### src/rv_lite_pkg.sv
package rv_lite_pkg;

    ////////////////////////////////////////////////////////////////////////////
    // Widths and sizes
    ////////////////////////////////////////////////////////////////////////////

    localparam int xlen       = 32;
    localparam int reg_addr_w = 5;
    localparam int num_regs   = 32;

    typedef logic [xlen-1:0]       word_t;
    typedef logic [reg_addr_w-1:0] reg_idx_t;

    localparam word_t pc_step = 32'd4;  // Sequential fetch increment

    // Opcodes of the kept subset
    localparam logic [6:0] opc_r      = 7'b0110011;
    localparam logic [6:0] opc_load   = 7'b0000011;
    localparam logic [6:0] opc_imm    = 7'b0010011;
    localparam logic [6:0] opc_store  = 7'b0100011;
    localparam logic [6:0] opc_branch = 7'b1100011;
    localparam logic [6:0] opc_jal    = 7'b1101111;

    // Function codes
    localparam logic [2:0] f3_add_sub = 3'b000;
    localparam logic [2:0] f3_sll     = 3'b001;
    localparam logic [2:0] f3_or      = 3'b110;
    localparam logic [2:0] f3_and     = 3'b111;
    localparam logic [2:0] f3_word    = 3'b010;  // lw and sw
    localparam logic [2:0] f3_beq     = 3'b000;
    localparam logic [6:0] f7_base    = 7'b0000000;
    localparam logic [6:0] f7_sub     = 7'b0100000;

    ////////////////////////////////////////////////////////////////////////////
    // Instruction formats
    ////////////////////////////////////////////////////////////////////////////

    typedef struct packed {
        logic [6:0] funct7;
        reg_idx_t   rs2;
        reg_idx_t   rs1;
        logic [2:0] funct3;
        reg_idx_t   rd;
        logic [6:0] opcode;
    } r_fmt_t;

    typedef struct packed {
        logic [11:0] imm;
        reg_idx_t    rs1;
        logic [2:0]  funct3;
        reg_idx_t    rd;
        logic [6:0]  opcode;
    } i_fmt_t;

    typedef struct packed {
        logic [6:0] imm_hi;    // imm[11:5]
        reg_idx_t   rs2;
        reg_idx_t   rs1;
        logic [2:0] funct3;
        logic [4:0] imm_lo;    // imm[4:0]
        logic [6:0] opcode;
    } s_fmt_t;

    typedef struct packed {
        logic       imm_12;
        logic [5:0] imm_10_5;
        reg_idx_t   rs2;
        reg_idx_t   rs1;
        logic [2:0] funct3;
        logic [3:0] imm_4_1;
        logic       imm_11;
        logic [6:0] opcode;
    } b_fmt_t;

    typedef struct packed {
        logic       imm_20;
        logic [9:0] imm_10_1;
        logic       imm_11;
        logic [7:0] imm_19_12;
        reg_idx_t   rd;
        logic [6:0] opcode;
    } j_fmt_t;

    // One fetched word, viewed per format
    typedef union packed {
        r_fmt_t r;
        i_fmt_t i;
        s_fmt_t s;
        b_fmt_t b;
        j_fmt_t j;
    } instr_t;

    ////////////////////////////////////////////////////////////////////////////
    // Control
    ////////////////////////////////////////////////////////////////////////////

    typedef enum logic [2:0] {
        alu_add,
        alu_sub,
        alu_and,
        alu_or,
        alu_sll
    } alu_op_t;

    typedef enum logic [1:0] {
        imm_i,
        imm_s,
        imm_b,
        imm_j
    } imm_sel_t;

    typedef enum logic [1:0] {
        res_alu,
        res_mem,
        res_link
    } result_sel_t;

    typedef struct packed {
        logic        reg_we;
        logic        mem_we;
        logic        alu_use_imm;
        logic        is_branch;
        logic        is_jump;
        alu_op_t     alu_op;
        result_sel_t result_sel;
    } ctrl_t;

    typedef struct packed {
        logic  we;
        word_t addr;
        word_t wdata;
    } dmem_req_t;

endpackage

### src/fetch_stage.sv
module fetch_stage (
    input  logic               clk,
    input  logic               rst_n,
    input  logic               take_target,  // jal, or beq taken
    input  rv_lite_pkg::word_t imm,
    output rv_lite_pkg::word_t pc,
    output rv_lite_pkg::word_t pc_plus4
);
    import rv_lite_pkg::*;

    word_t target;
    word_t pc_next;

    // Both candidates are formed every cycle, wrap is modulo 2^32
    always_comb begin
        pc_plus4 = pc + pc_step;
        target   = pc + imm;
    end

    assign pc_next = take_target ? target : pc_plus4;

    ////////////////////////////////////////////////////////////////////////////
    // Program counter
    ////////////////////////////////////////////////////////////////////////////

    always_ff @(posedge clk or negedge rst_n) begin
        if (!rst_n) begin
            pc <= '0;
        end else begin
            pc <= pc_next;  // One instruction per cycle
        end
    end

endmodule

### src/decode_stage.sv
module decode_stage (
    input  rv_lite_pkg::instr_t   instr,
    output rv_lite_pkg::ctrl_t    ctrl,
    output rv_lite_pkg::word_t    imm,
    output rv_lite_pkg::reg_idx_t rs1,
    output rv_lite_pkg::reg_idx_t rs2,
    output rv_lite_pkg::reg_idx_t rd
);
    import rv_lite_pkg::*;

    imm_sel_t   imm_sel;
    logic [6:0] opcode;
    logic [2:0] funct3;
    logic [6:0] funct7;

    // Register and function fields sit at the same spot in every format
    assign opcode = instr.r.opcode;
    assign funct3 = instr.r.funct3;
    assign funct7 = instr.r.funct7;
    assign rs1    = instr.r.rs1;
    assign rs2    = instr.r.rs2;
    assign rd     = instr.r.rd;

    ////////////////////////////////////////////////////////////////////////////
    // Control decode
    ////////////////////////////////////////////////////////////////////////////

    always_comb begin
        ctrl    = '0;     // Everything off, acts as a no-op
        imm_sel = imm_i;

        case (opcode)
            opc_r: begin
                case ({funct7, funct3})
                    {f7_base, f3_add_sub}: begin
                        ctrl.reg_we = 1'b1;
                        ctrl.alu_op = alu_add;
                    end
                    {f7_sub, f3_add_sub}: begin
                        ctrl.reg_we = 1'b1;
                        ctrl.alu_op = alu_sub;
                    end
                    {f7_base, f3_and}: begin
                        ctrl.reg_we = 1'b1;
                        ctrl.alu_op = alu_and;
                    end
                    {f7_base, f3_or}: begin
                        ctrl.reg_we = 1'b1;
                        ctrl.alu_op = alu_or;
                    end
                    {f7_base, f3_sll}: begin
                        ctrl.reg_we = 1'b1;
                        ctrl.alu_op = alu_sll;
                    end
                    default: ;
                endcase
            end
            opc_imm: begin
                if (funct3 == f3_add_sub) begin  // addi only
                    ctrl.reg_we      = 1'b1;
                    ctrl.alu_use_imm = 1'b1;
                end
            end
            opc_load: begin
                if (funct3 == f3_word) begin
                    ctrl.reg_we      = 1'b1;
                    ctrl.alu_use_imm = 1'b1;
                    ctrl.result_sel  = res_mem;
                end
            end
            opc_store: begin
                if (funct3 == f3_word) begin
                    ctrl.mem_we      = 1'b1;
                    ctrl.alu_use_imm = 1'b1;
                    imm_sel          = imm_s;
                end
            end
            opc_branch: begin
                if (funct3 == f3_beq) begin
                    ctrl.is_branch = 1'b1;
                    ctrl.alu_op    = alu_sub;  // Equal when the difference is zero
                    imm_sel        = imm_b;
                end
            end
            opc_jal: begin
                ctrl.reg_we     = 1'b1;
                ctrl.is_jump    = 1'b1;
                ctrl.result_sel = res_link;
                imm_sel         = imm_j;
            end
            default: ;
        endcase
    end

    ////////////////////////////////////////////////////////////////////////////
    // Immediate extension
    ////////////////////////////////////////////////////////////////////////////

    always_comb begin
        case (imm_sel)
            imm_s:   imm = {{(xlen-12){instr.s.imm_hi[6]}}, instr.s.imm_hi, instr.s.imm_lo};
            imm_b:   imm = {{(xlen-13){instr.b.imm_12}}, instr.b.imm_12, instr.b.imm_11,
                            instr.b.imm_10_5, instr.b.imm_4_1, 1'b0};
            imm_j:   imm = {{(xlen-21){instr.j.imm_20}}, instr.j.imm_20, instr.j.imm_19_12,
                            instr.j.imm_11, instr.j.imm_10_1, 1'b0};
            default: imm = {{(xlen-12){instr.i.imm[11]}}, instr.i.imm};
        endcase
    end

endmodule

### src/reg_file.sv
module reg_file (
    input  logic                  clk,
    input  logic                  rst_n,
    input  logic                  we,
    input  rv_lite_pkg::reg_idx_t rs1,
    input  rv_lite_pkg::reg_idx_t rs2,
    input  rv_lite_pkg::reg_idx_t rd,
    input  rv_lite_pkg::word_t    wdata,
    output rv_lite_pkg::word_t    rdata1,
    output rv_lite_pkg::word_t    rdata2
);
    import rv_lite_pkg::*;

    word_t regs [num_regs];

    // Asynchronous reads, x0 forced to zero
    always_comb begin
        rdata1 = (rs1 == '0) ? '0 : regs[rs1];
        rdata2 = (rs2 == '0) ? '0 : regs[rs2];
    end

    ////////////////////////////////////////////////////////////////////////////
    // Write port
    ////////////////////////////////////////////////////////////////////////////

    always_ff @(posedge clk or negedge rst_n) begin
        if (!rst_n) begin
            for (int i = 0; i < num_regs; i++) begin
                regs[i] <= '0;
            end
        end else if (we && rd != '0) begin  // x0 never written
            regs[rd] <= wdata;
        end
    end

endmodule

### src/execute_stage.sv
module execute_stage (
    input  rv_lite_pkg::ctrl_t ctrl,
    input  rv_lite_pkg::word_t rdata1,
    input  rv_lite_pkg::word_t rdata2,
    input  rv_lite_pkg::word_t imm,
    output rv_lite_pkg::word_t alu_result,
    output logic               take_target
);
    import rv_lite_pkg::*;

    localparam int shamt_w = $clog2(xlen);

    word_t op_b;
    logic  zero;

    assign op_b = ctrl.alu_use_imm ? imm : rdata2;  // addi, lw, sw use the immediate

    ////////////////////////////////////////////////////////////////////////////
    // ALU
    ////////////////////////////////////////////////////////////////////////////

    always_comb begin
        case (ctrl.alu_op)
            alu_add: alu_result = rdata1 + op_b;
            alu_sub: alu_result = rdata1 - op_b;
            alu_and: alu_result = rdata1 & op_b;
            alu_or:  alu_result = rdata1 | op_b;
            alu_sll: alu_result = rdata1 << op_b[shamt_w-1:0];  // Low five bits only
            default: alu_result = '0;
        endcase
    end

    assign zero = (alu_result == '0);

    // Redirect for jal, or for beq with equal operands
    assign take_target = ctrl.is_jump | (ctrl.is_branch & zero);

endmodule

### src/mem_wb_stage.sv
module mem_wb_stage (
    input  rv_lite_pkg::ctrl_t     ctrl,
    input  rv_lite_pkg::word_t     alu_result,
    input  rv_lite_pkg::word_t     rdata2,
    input  rv_lite_pkg::word_t     pc_plus4,
    input  rv_lite_pkg::word_t     dmem_rdata,
    output rv_lite_pkg::dmem_req_t dmem_req,
    output rv_lite_pkg::word_t     wb_data
);
    import rv_lite_pkg::*;

    // Store request, address from base plus offset
    always_comb begin
        dmem_req.we    = ctrl.mem_we;
        dmem_req.addr  = alu_result;
        dmem_req.wdata = rdata2;
    end

    ////////////////////////////////////////////////////////////////////////////
    // Write-back select
    ////////////////////////////////////////////////////////////////////////////

    always_comb begin
        case (ctrl.result_sel)
            res_mem:  wb_data = dmem_rdata;  // lw
            res_link: wb_data = pc_plus4;    // jal return address
            default:  wb_data = alu_result;
        endcase
    end

endmodule

### src/rv_lite_core.sv
module rv_lite_core (
    input  logic                   clk,
    input  logic                   rst_n,
    output rv_lite_pkg::word_t     imem_addr,
    input  rv_lite_pkg::instr_t    imem_instr,
    output rv_lite_pkg::dmem_req_t dmem_req,
    input  rv_lite_pkg::word_t     dmem_rdata
);
    import rv_lite_pkg::*;

    ctrl_t    ctrl;
    word_t    imm;
    word_t    pc_plus4;
    reg_idx_t rs1;
    reg_idx_t rs2;
    reg_idx_t rd;
    word_t    rdata1;
    word_t    rdata2;
    word_t    alu_result;
    word_t    wb_data;
    logic     take_target;

    ////////////////////////////////////////////////////////////////////////////
    // Stages, all within one cycle
    ////////////////////////////////////////////////////////////////////////////

    fetch_stage u_fetch (
        .clk         (clk),
        .rst_n       (rst_n),
        .take_target (take_target),
        .imm         (imm),
        .pc          (imem_addr),  // pc goes straight to instruction memory
        .pc_plus4    (pc_plus4)
    );

    decode_stage u_decode (
        .instr (imem_instr),
        .ctrl  (ctrl),
        .imm   (imm),
        .rs1   (rs1),
        .rs2   (rs2),
        .rd    (rd)
    );

    reg_file u_regs (
        .clk    (clk),
        .rst_n  (rst_n),
        .we     (ctrl.reg_we),
        .rs1    (rs1),
        .rs2    (rs2),
        .rd     (rd),
        .wdata  (wb_data),
        .rdata1 (rdata1),
        .rdata2 (rdata2)
    );

    execute_stage u_execute (
        .ctrl        (ctrl),
        .rdata1      (rdata1),
        .rdata2      (rdata2),
        .imm         (imm),
        .alu_result  (alu_result),
        .take_target (take_target)
    );

    mem_wb_stage u_mem_wb (
        .ctrl       (ctrl),
        .alu_result (alu_result),
        .rdata2     (rdata2),
        .pc_plus4   (pc_plus4),
        .dmem_rdata (dmem_rdata),
        .dmem_req   (dmem_req),
        .wb_data    (wb_data)
    );

endmodule

### config.mk
export PLATFORM = sky130hd
export DESIGN_NAME = rv_lite_core
export DESIGN_NICKNAME = d
export VERILOG_FILES = /design/src/rv_lite_pkg.sv /design/src/fetch_stage.sv /design/src/decode_stage.sv /design/src/reg_file.sv /design/src/execute_stage.sv /design/src/mem_wb_stage.sv /design/src/rv_lite_core.sv
export SDC_FILE = /design/constraint.sdc
export NUM_CORES = 2
export LEC_CHECK = 0
export BUFFER_PORTS_ARGS = -buffer_cell sky130_fd_sc_hd__buf_2
export CAP_MARGIN = 10
export CORE_AREA = 2 2 427 429
export DETAILED_ROUTE_END_ITERATION = 7
export DIE_AREA = 0 0 429 431
export PLACE_DENSITY_LB_ADDON = 0.05
export SLEW_MARGIN = 20
export SYNTH_ARGS = -nofsm -noshare
export SYNTH_HDL_FRONTEND = slang
export SYNTH_SLANG_ARGS = --single-unit
### constraint.sdc
create_clock -name clk -period 16.7 [get_ports clk]
set_input_delay 2.505 -clock clk [delete_from_list [all_inputs] [get_ports clk]]
set_output_delay 2.505 -clock clk [all_outputs]
set_load 0.02 [all_outputs]
* Word-level counts from Yosys, hierarchy flattened *
Index checks and enable logic that the tools add are counted.

word-level totals
  flip-flop bits (word level) = 1056
  bits of input ports = 66
  logic and storage cells = 111

operators by class
  add/sub/neg operators = 4
  $lt $le $gt $ge = 4
  equal/unequal tests = 20
  shift-type cells = 1
  mux-type cells = 32
  bitwise logic cells = 7
  reduce and logical (&&, ||, !) cells = 10

operator list
  cell                     number
  $bwmux W1024             1
  $bmux W32 S5             2
  $mux W32                 9
  $demux W32 S5            1
  $pmux W32 S5             1
  $add A32 B32 Y32         2
  $pmux W32 S2             1
  $pmux W20 S3             1
  $add A32 B3 Y32 const B  1
  $and A32 B32 Y32         1
  $logic_not A32 Y1        1
  $or A32 B32 Y32          1
  $shl A32 B5 Y32          1
  $sub A32 B32 Y32         1
  $eq A10 B3 Y1 const B    2
  $ge A6 B6 Y1 const B     3
  $not A5 Y6               3
  $eq A7 B6 Y1 const B     2
  $eq A7 B7 Y1 const B     2
  $pmux W3 S4              1
  $eq A10 B1 Y1 const B    1
  $eq A10 B9 Y1 const B    1
  $logic_not A10 Y1        1
  $logic_not A5 Y1         2
  other kinds (21)         36

* Longest topological paths before layout *
  depth after elaboration = 12
  depth in mapped cells = 36

* Cells and area by module *
A second synthesis with hierarchy kept.

second synthesis, totals
  cell total of the unflattened synthesis = 5201
  area, all modules = 66017.1 um^2

by module, submodules not included
  module         times used  cells an instance  area each (um^2)
  reg_file       1           3613               54951.5
  execute_stage  1           867                5769.3
  fetch_stage    1           457                3555.9
  mem_wb_stage   1           178                1124.8
  decode_stage   1           86                 615.6

* Worst setup path before layout *
Ideal clock, no wire load.

  path type = input to output
  start point = in imem_instr[21] (netlist name)
  end point = out dmem_req[63] (netlist name)
  data arrival time = 8803 ps
  required time = 14195 ps
  setup slack = 5392 ps
  stages = 32
  buffers on the path = 9
  cells stage by stage = buf_6 buf_6 buf_6 buf_6 buf_2 clkbuf_1 mux4_2 o22ai_1 nor4_1 a21oi_1 o211ai_1 nor2_1 nand2_1 o21ai_0 xor2_1 ha_1 a21o_1 o21a_1 a311o_1 a311o_1 o2111ai_1 a31oi_1 o21a_1 nor3_1 o21bai_1 xnor2_1 nand2_1 and2_1 buf_6 buf_4 buf_2 inv_1

RTL lines
  element      line               RTL
  from (decl)  rv_lite_core.sv:5  input rv_lite_pkg::instr_t imem_instr,
  to (decl)    rv_lite_core.sv:6  output rv_lite_pkg::dmem_req_t dmem_req,

==> reports/metrics.yaml <==
status:
  outcome: "completed"
timing:
  fin_crit_sh_pct: 81.5
  timing.fmax_mhz: 73.5
  slew_headroom_pct: 19.0
  grt_setup_unrepaired: "no"
  setup_viol_count_final: 0
  final_max_slew_viol_count: 0
  skew_ns: 0.0473
  fin_ws_ns: 3.09
  tightestPinTransition_ns: 1.21
  fin_crit_ns: 13.61
  finalHoldViolations: 0
  fin_tns_setup_ns: 0
final_layout:
  layout.cells.non_filler: 8619
  nNetsFinal: 6276
  fillers: 17859
  fin_util_pct: 39.1
  drive_gt1_share_pct: 18.8
  area_growth_pct: 12.0
clock_network:
  cts.repair.resized: 0
  clk_pin_slew_worst_paths_ns: 0.05
  clkSinkCount: 1056
  htreeDepth: 4
  clock_latency_ns: 0.81
  cts_tree: "built"
  cts_hold_buf: 0
  clk_path_buf_depth: 3
  post-cts-setup-buffers: 0
  cts_root_buffer: "clkbuf_16"
  numCtsBuffers: 134
setup_path:
  cp-start-kind: "input port"
  arrival_ns: 11.11
  slowest_stage: "buf_4"
  cp-end-kind: "primary output"
  slowest_delay_ns: 0.80
  cp_top_family: "compound AO/OA/AOI/OAI gates"
  path_class: "in2out"
  critical_path_buf_inv_count: 7
  cpMostUsedCell: "buf_4"
  crit_fanout: 83
  required_ns: 14.20
routing:
  top_layer: "met5"
  num_vias: 52261
  via_per_inst: 6.06
  drt_wl_total_mm: 300
  ant_nets: 0
  firstDrtPassIters: 8
  detail_route.wl_per_cell_microns: 34.8
  m1WireLength_mm: 133
  drt_iter0_drc: 5935
  met2_wirelength_mm: 136
  dr_wl_met3_mm: 19.1
  drc: 0
floorplan:
  die_h_microns: 431
  die-area_sq_mm: 0.185
  start_util_pct: 34.9
  io_pins: 163
  fp-row-count: 156
  die_width_microns: 429
  fp.coreArea_sq_mm: 0.180
global_routing:
  antenna_found_initial: 14
  overflow: 0
  grt_use_total_pct: 32.2
  grt_max_degree: 149
  grt_pass1_vias: 51048
  grt_pass1_wl_mm: 421
synthesis:
  ys_async_sr_fraction_pct: 100
  synth_top_area_share_pct: 42.1
  synth_area_sq_mm: 0.0628
  synth_edf_count: 0
  ys.flop_type: "dfrtp_1"
  ys_warn_count: 0
  synth_area_leaders: "dfrtp_1 42%, mux4_2 15%, o21ai_0 8.3%"
  synth_top_cell_by_area: "dfrtp_1"
  syn_area_per_cell_sq_um: 10.0
  synthTopCellsByCount: "1262 x nand2_1, 1056 x dfrtp_1, 1041 x o21ai_0"
  synthCells: 6255
  ys_seq_elements: 1056
  mappedNetlistNets: 6392
  yosysUniqueCellTypes: 104
  synth.most_common_cell: "nand2_1"
  yosysSeqAreaShare_pct: 42.1
power_and_ir_drop:
  power.total_mw: 7.12
  p_per_area_mw_per_mm2: 101
  vdd_drop_max_v: 0.0000613
  p_leak_nw: 30.3
worst_hold_path:
  min_path_type: "reg2reg"
flow_run:
  drv_cap: 0
place:
  dpl.hpwl_mm: 195
  gp_congestion: 0.980
  dp.cells: 8372
  pre_cts_ws_ns: 3.25
  io_buffers: 162
where the power goes:
group	internal, mW	switching [mW]
sequential	2.60	0.0607
combinational	0.405	1.01
clock	1.78	1.26
per-layer routing:
metal	vias up	GRT usage [%]
li1	22642	-
met1	27147	45.1
met2	2005	50.1
met3	461	5.36
met4	6	12.1
met5	-	0
per-stage QoR:
step                      cell area (sq um)  hold slack (ns)
after floorplan                       62800            0.425
after global placement                65800            0.367
after detailed placement              65800            0.376
after CTS                             70300            0.396
after global routing                  70300            0.407
final                                 70400            0.392
worst reg2reg max path, cell delays in order (launching register included):
cell	delay, ns
dfrtp_1	0.39
mux4_2	0.46
mux2i_1	0.23
o22a_1	0.33
nand4_2	0.51
nand2_2	0.57
inv_1	0.42
nor2_1	0.35
nand2_1	0.14
nand2_1	0.14
xnor2_1	0.10
ha_1	0.35
o21ai_0	0.39
a21oi_1	0.16
a41oi_1	0.55
nor2_1	0.18
or2_2	0.33
or3_1	0.30
a31oi_1	0.20
xnor2_1	0.09
a22oi_1	0.43
o21ai_0	0.31
or4_1	0.62
and4bb_4	0.80
nand2_4	0.39
a221o_1	0.42
cell type report:
type / count / area (sq um) / share of cell area [%]
Timing Repair Buffer: 339 / 2280 / 3.25
Multi-Input combinational cell: 4554 / 33900 / 48.2
Tap cell: 2370 / 2970 / 4.21
Antenna cell: 9 / 22.5 / 0.0320
Inverter: 54 / 203 / 0.288
Clock buffer: 185 / 3850 / 5.47
Sequential cell: 1056 / 26400 / 37.6
Clock inverter: 52 / 679 / 0.966
sequential cells by signal (all words and copies together) (netlist names):
register     count
u_fetch.pc      32
u_regs.regs   1024
worst paths after layout:
path	cells after the start	startpoint	end	slack, ns
min in group asynchronous	1	rst_n	u_regs.regs[443]$_DFFE_PN0P_	1.74
max	31	imem_instr[21]	dmem_req[63]	3.09
max reg2reg	25	u_regs.regs[32]$_DFFE_PN0P_	u_fetch.pc[7]$_DFF_PN0_	7.41
max in group asynchronous	4	rst_n	u_regs.regs[912]$_DFFE_PN0P_	12.20
min reg2reg	0	u_regs.regs[1007]$_DFFE_PN0P_	u_regs.regs[1007]$_DFFE_PN0P_	0.39
min	0	u_regs.regs[1007]$_DFFE_PN0P_	u_regs.regs[1007]$_DFFE_PN0P_	0.39
kinds of logic (layout without fill, tap and decap cells):
logic type	count (synthesis)	in the layout	share of synthesized area (%)
simple gates	1834	1834	12.5
compound gates	1744	1744	16.3
flops	1056	1056	42.1
mux	766	766	20.9
buf+inv	645	630	4.76
xor+xnor	113	113	1.58
fa+ha+maj	97	97	1.86
other cells	0	9	0
placed cells by master (no fill, tap or decap), drive strengths merged, types with 107 or more instances in the layout:
master / synthesis / layout
nand2: 1264 / 1264
dfrtp: 1056 / 1056
o21ai: 1075 / 1075
buf: 186 / 339
mux4: 429 / 429
nand3: 107 / 107
clkbuf: 404 / 185
a21oi: 162 / 162
a22oi: 123 / 123
mux2i: 282 / 282
nor2: 171 / 171
No activity file was read; power rests on OpenSTA's default activity.
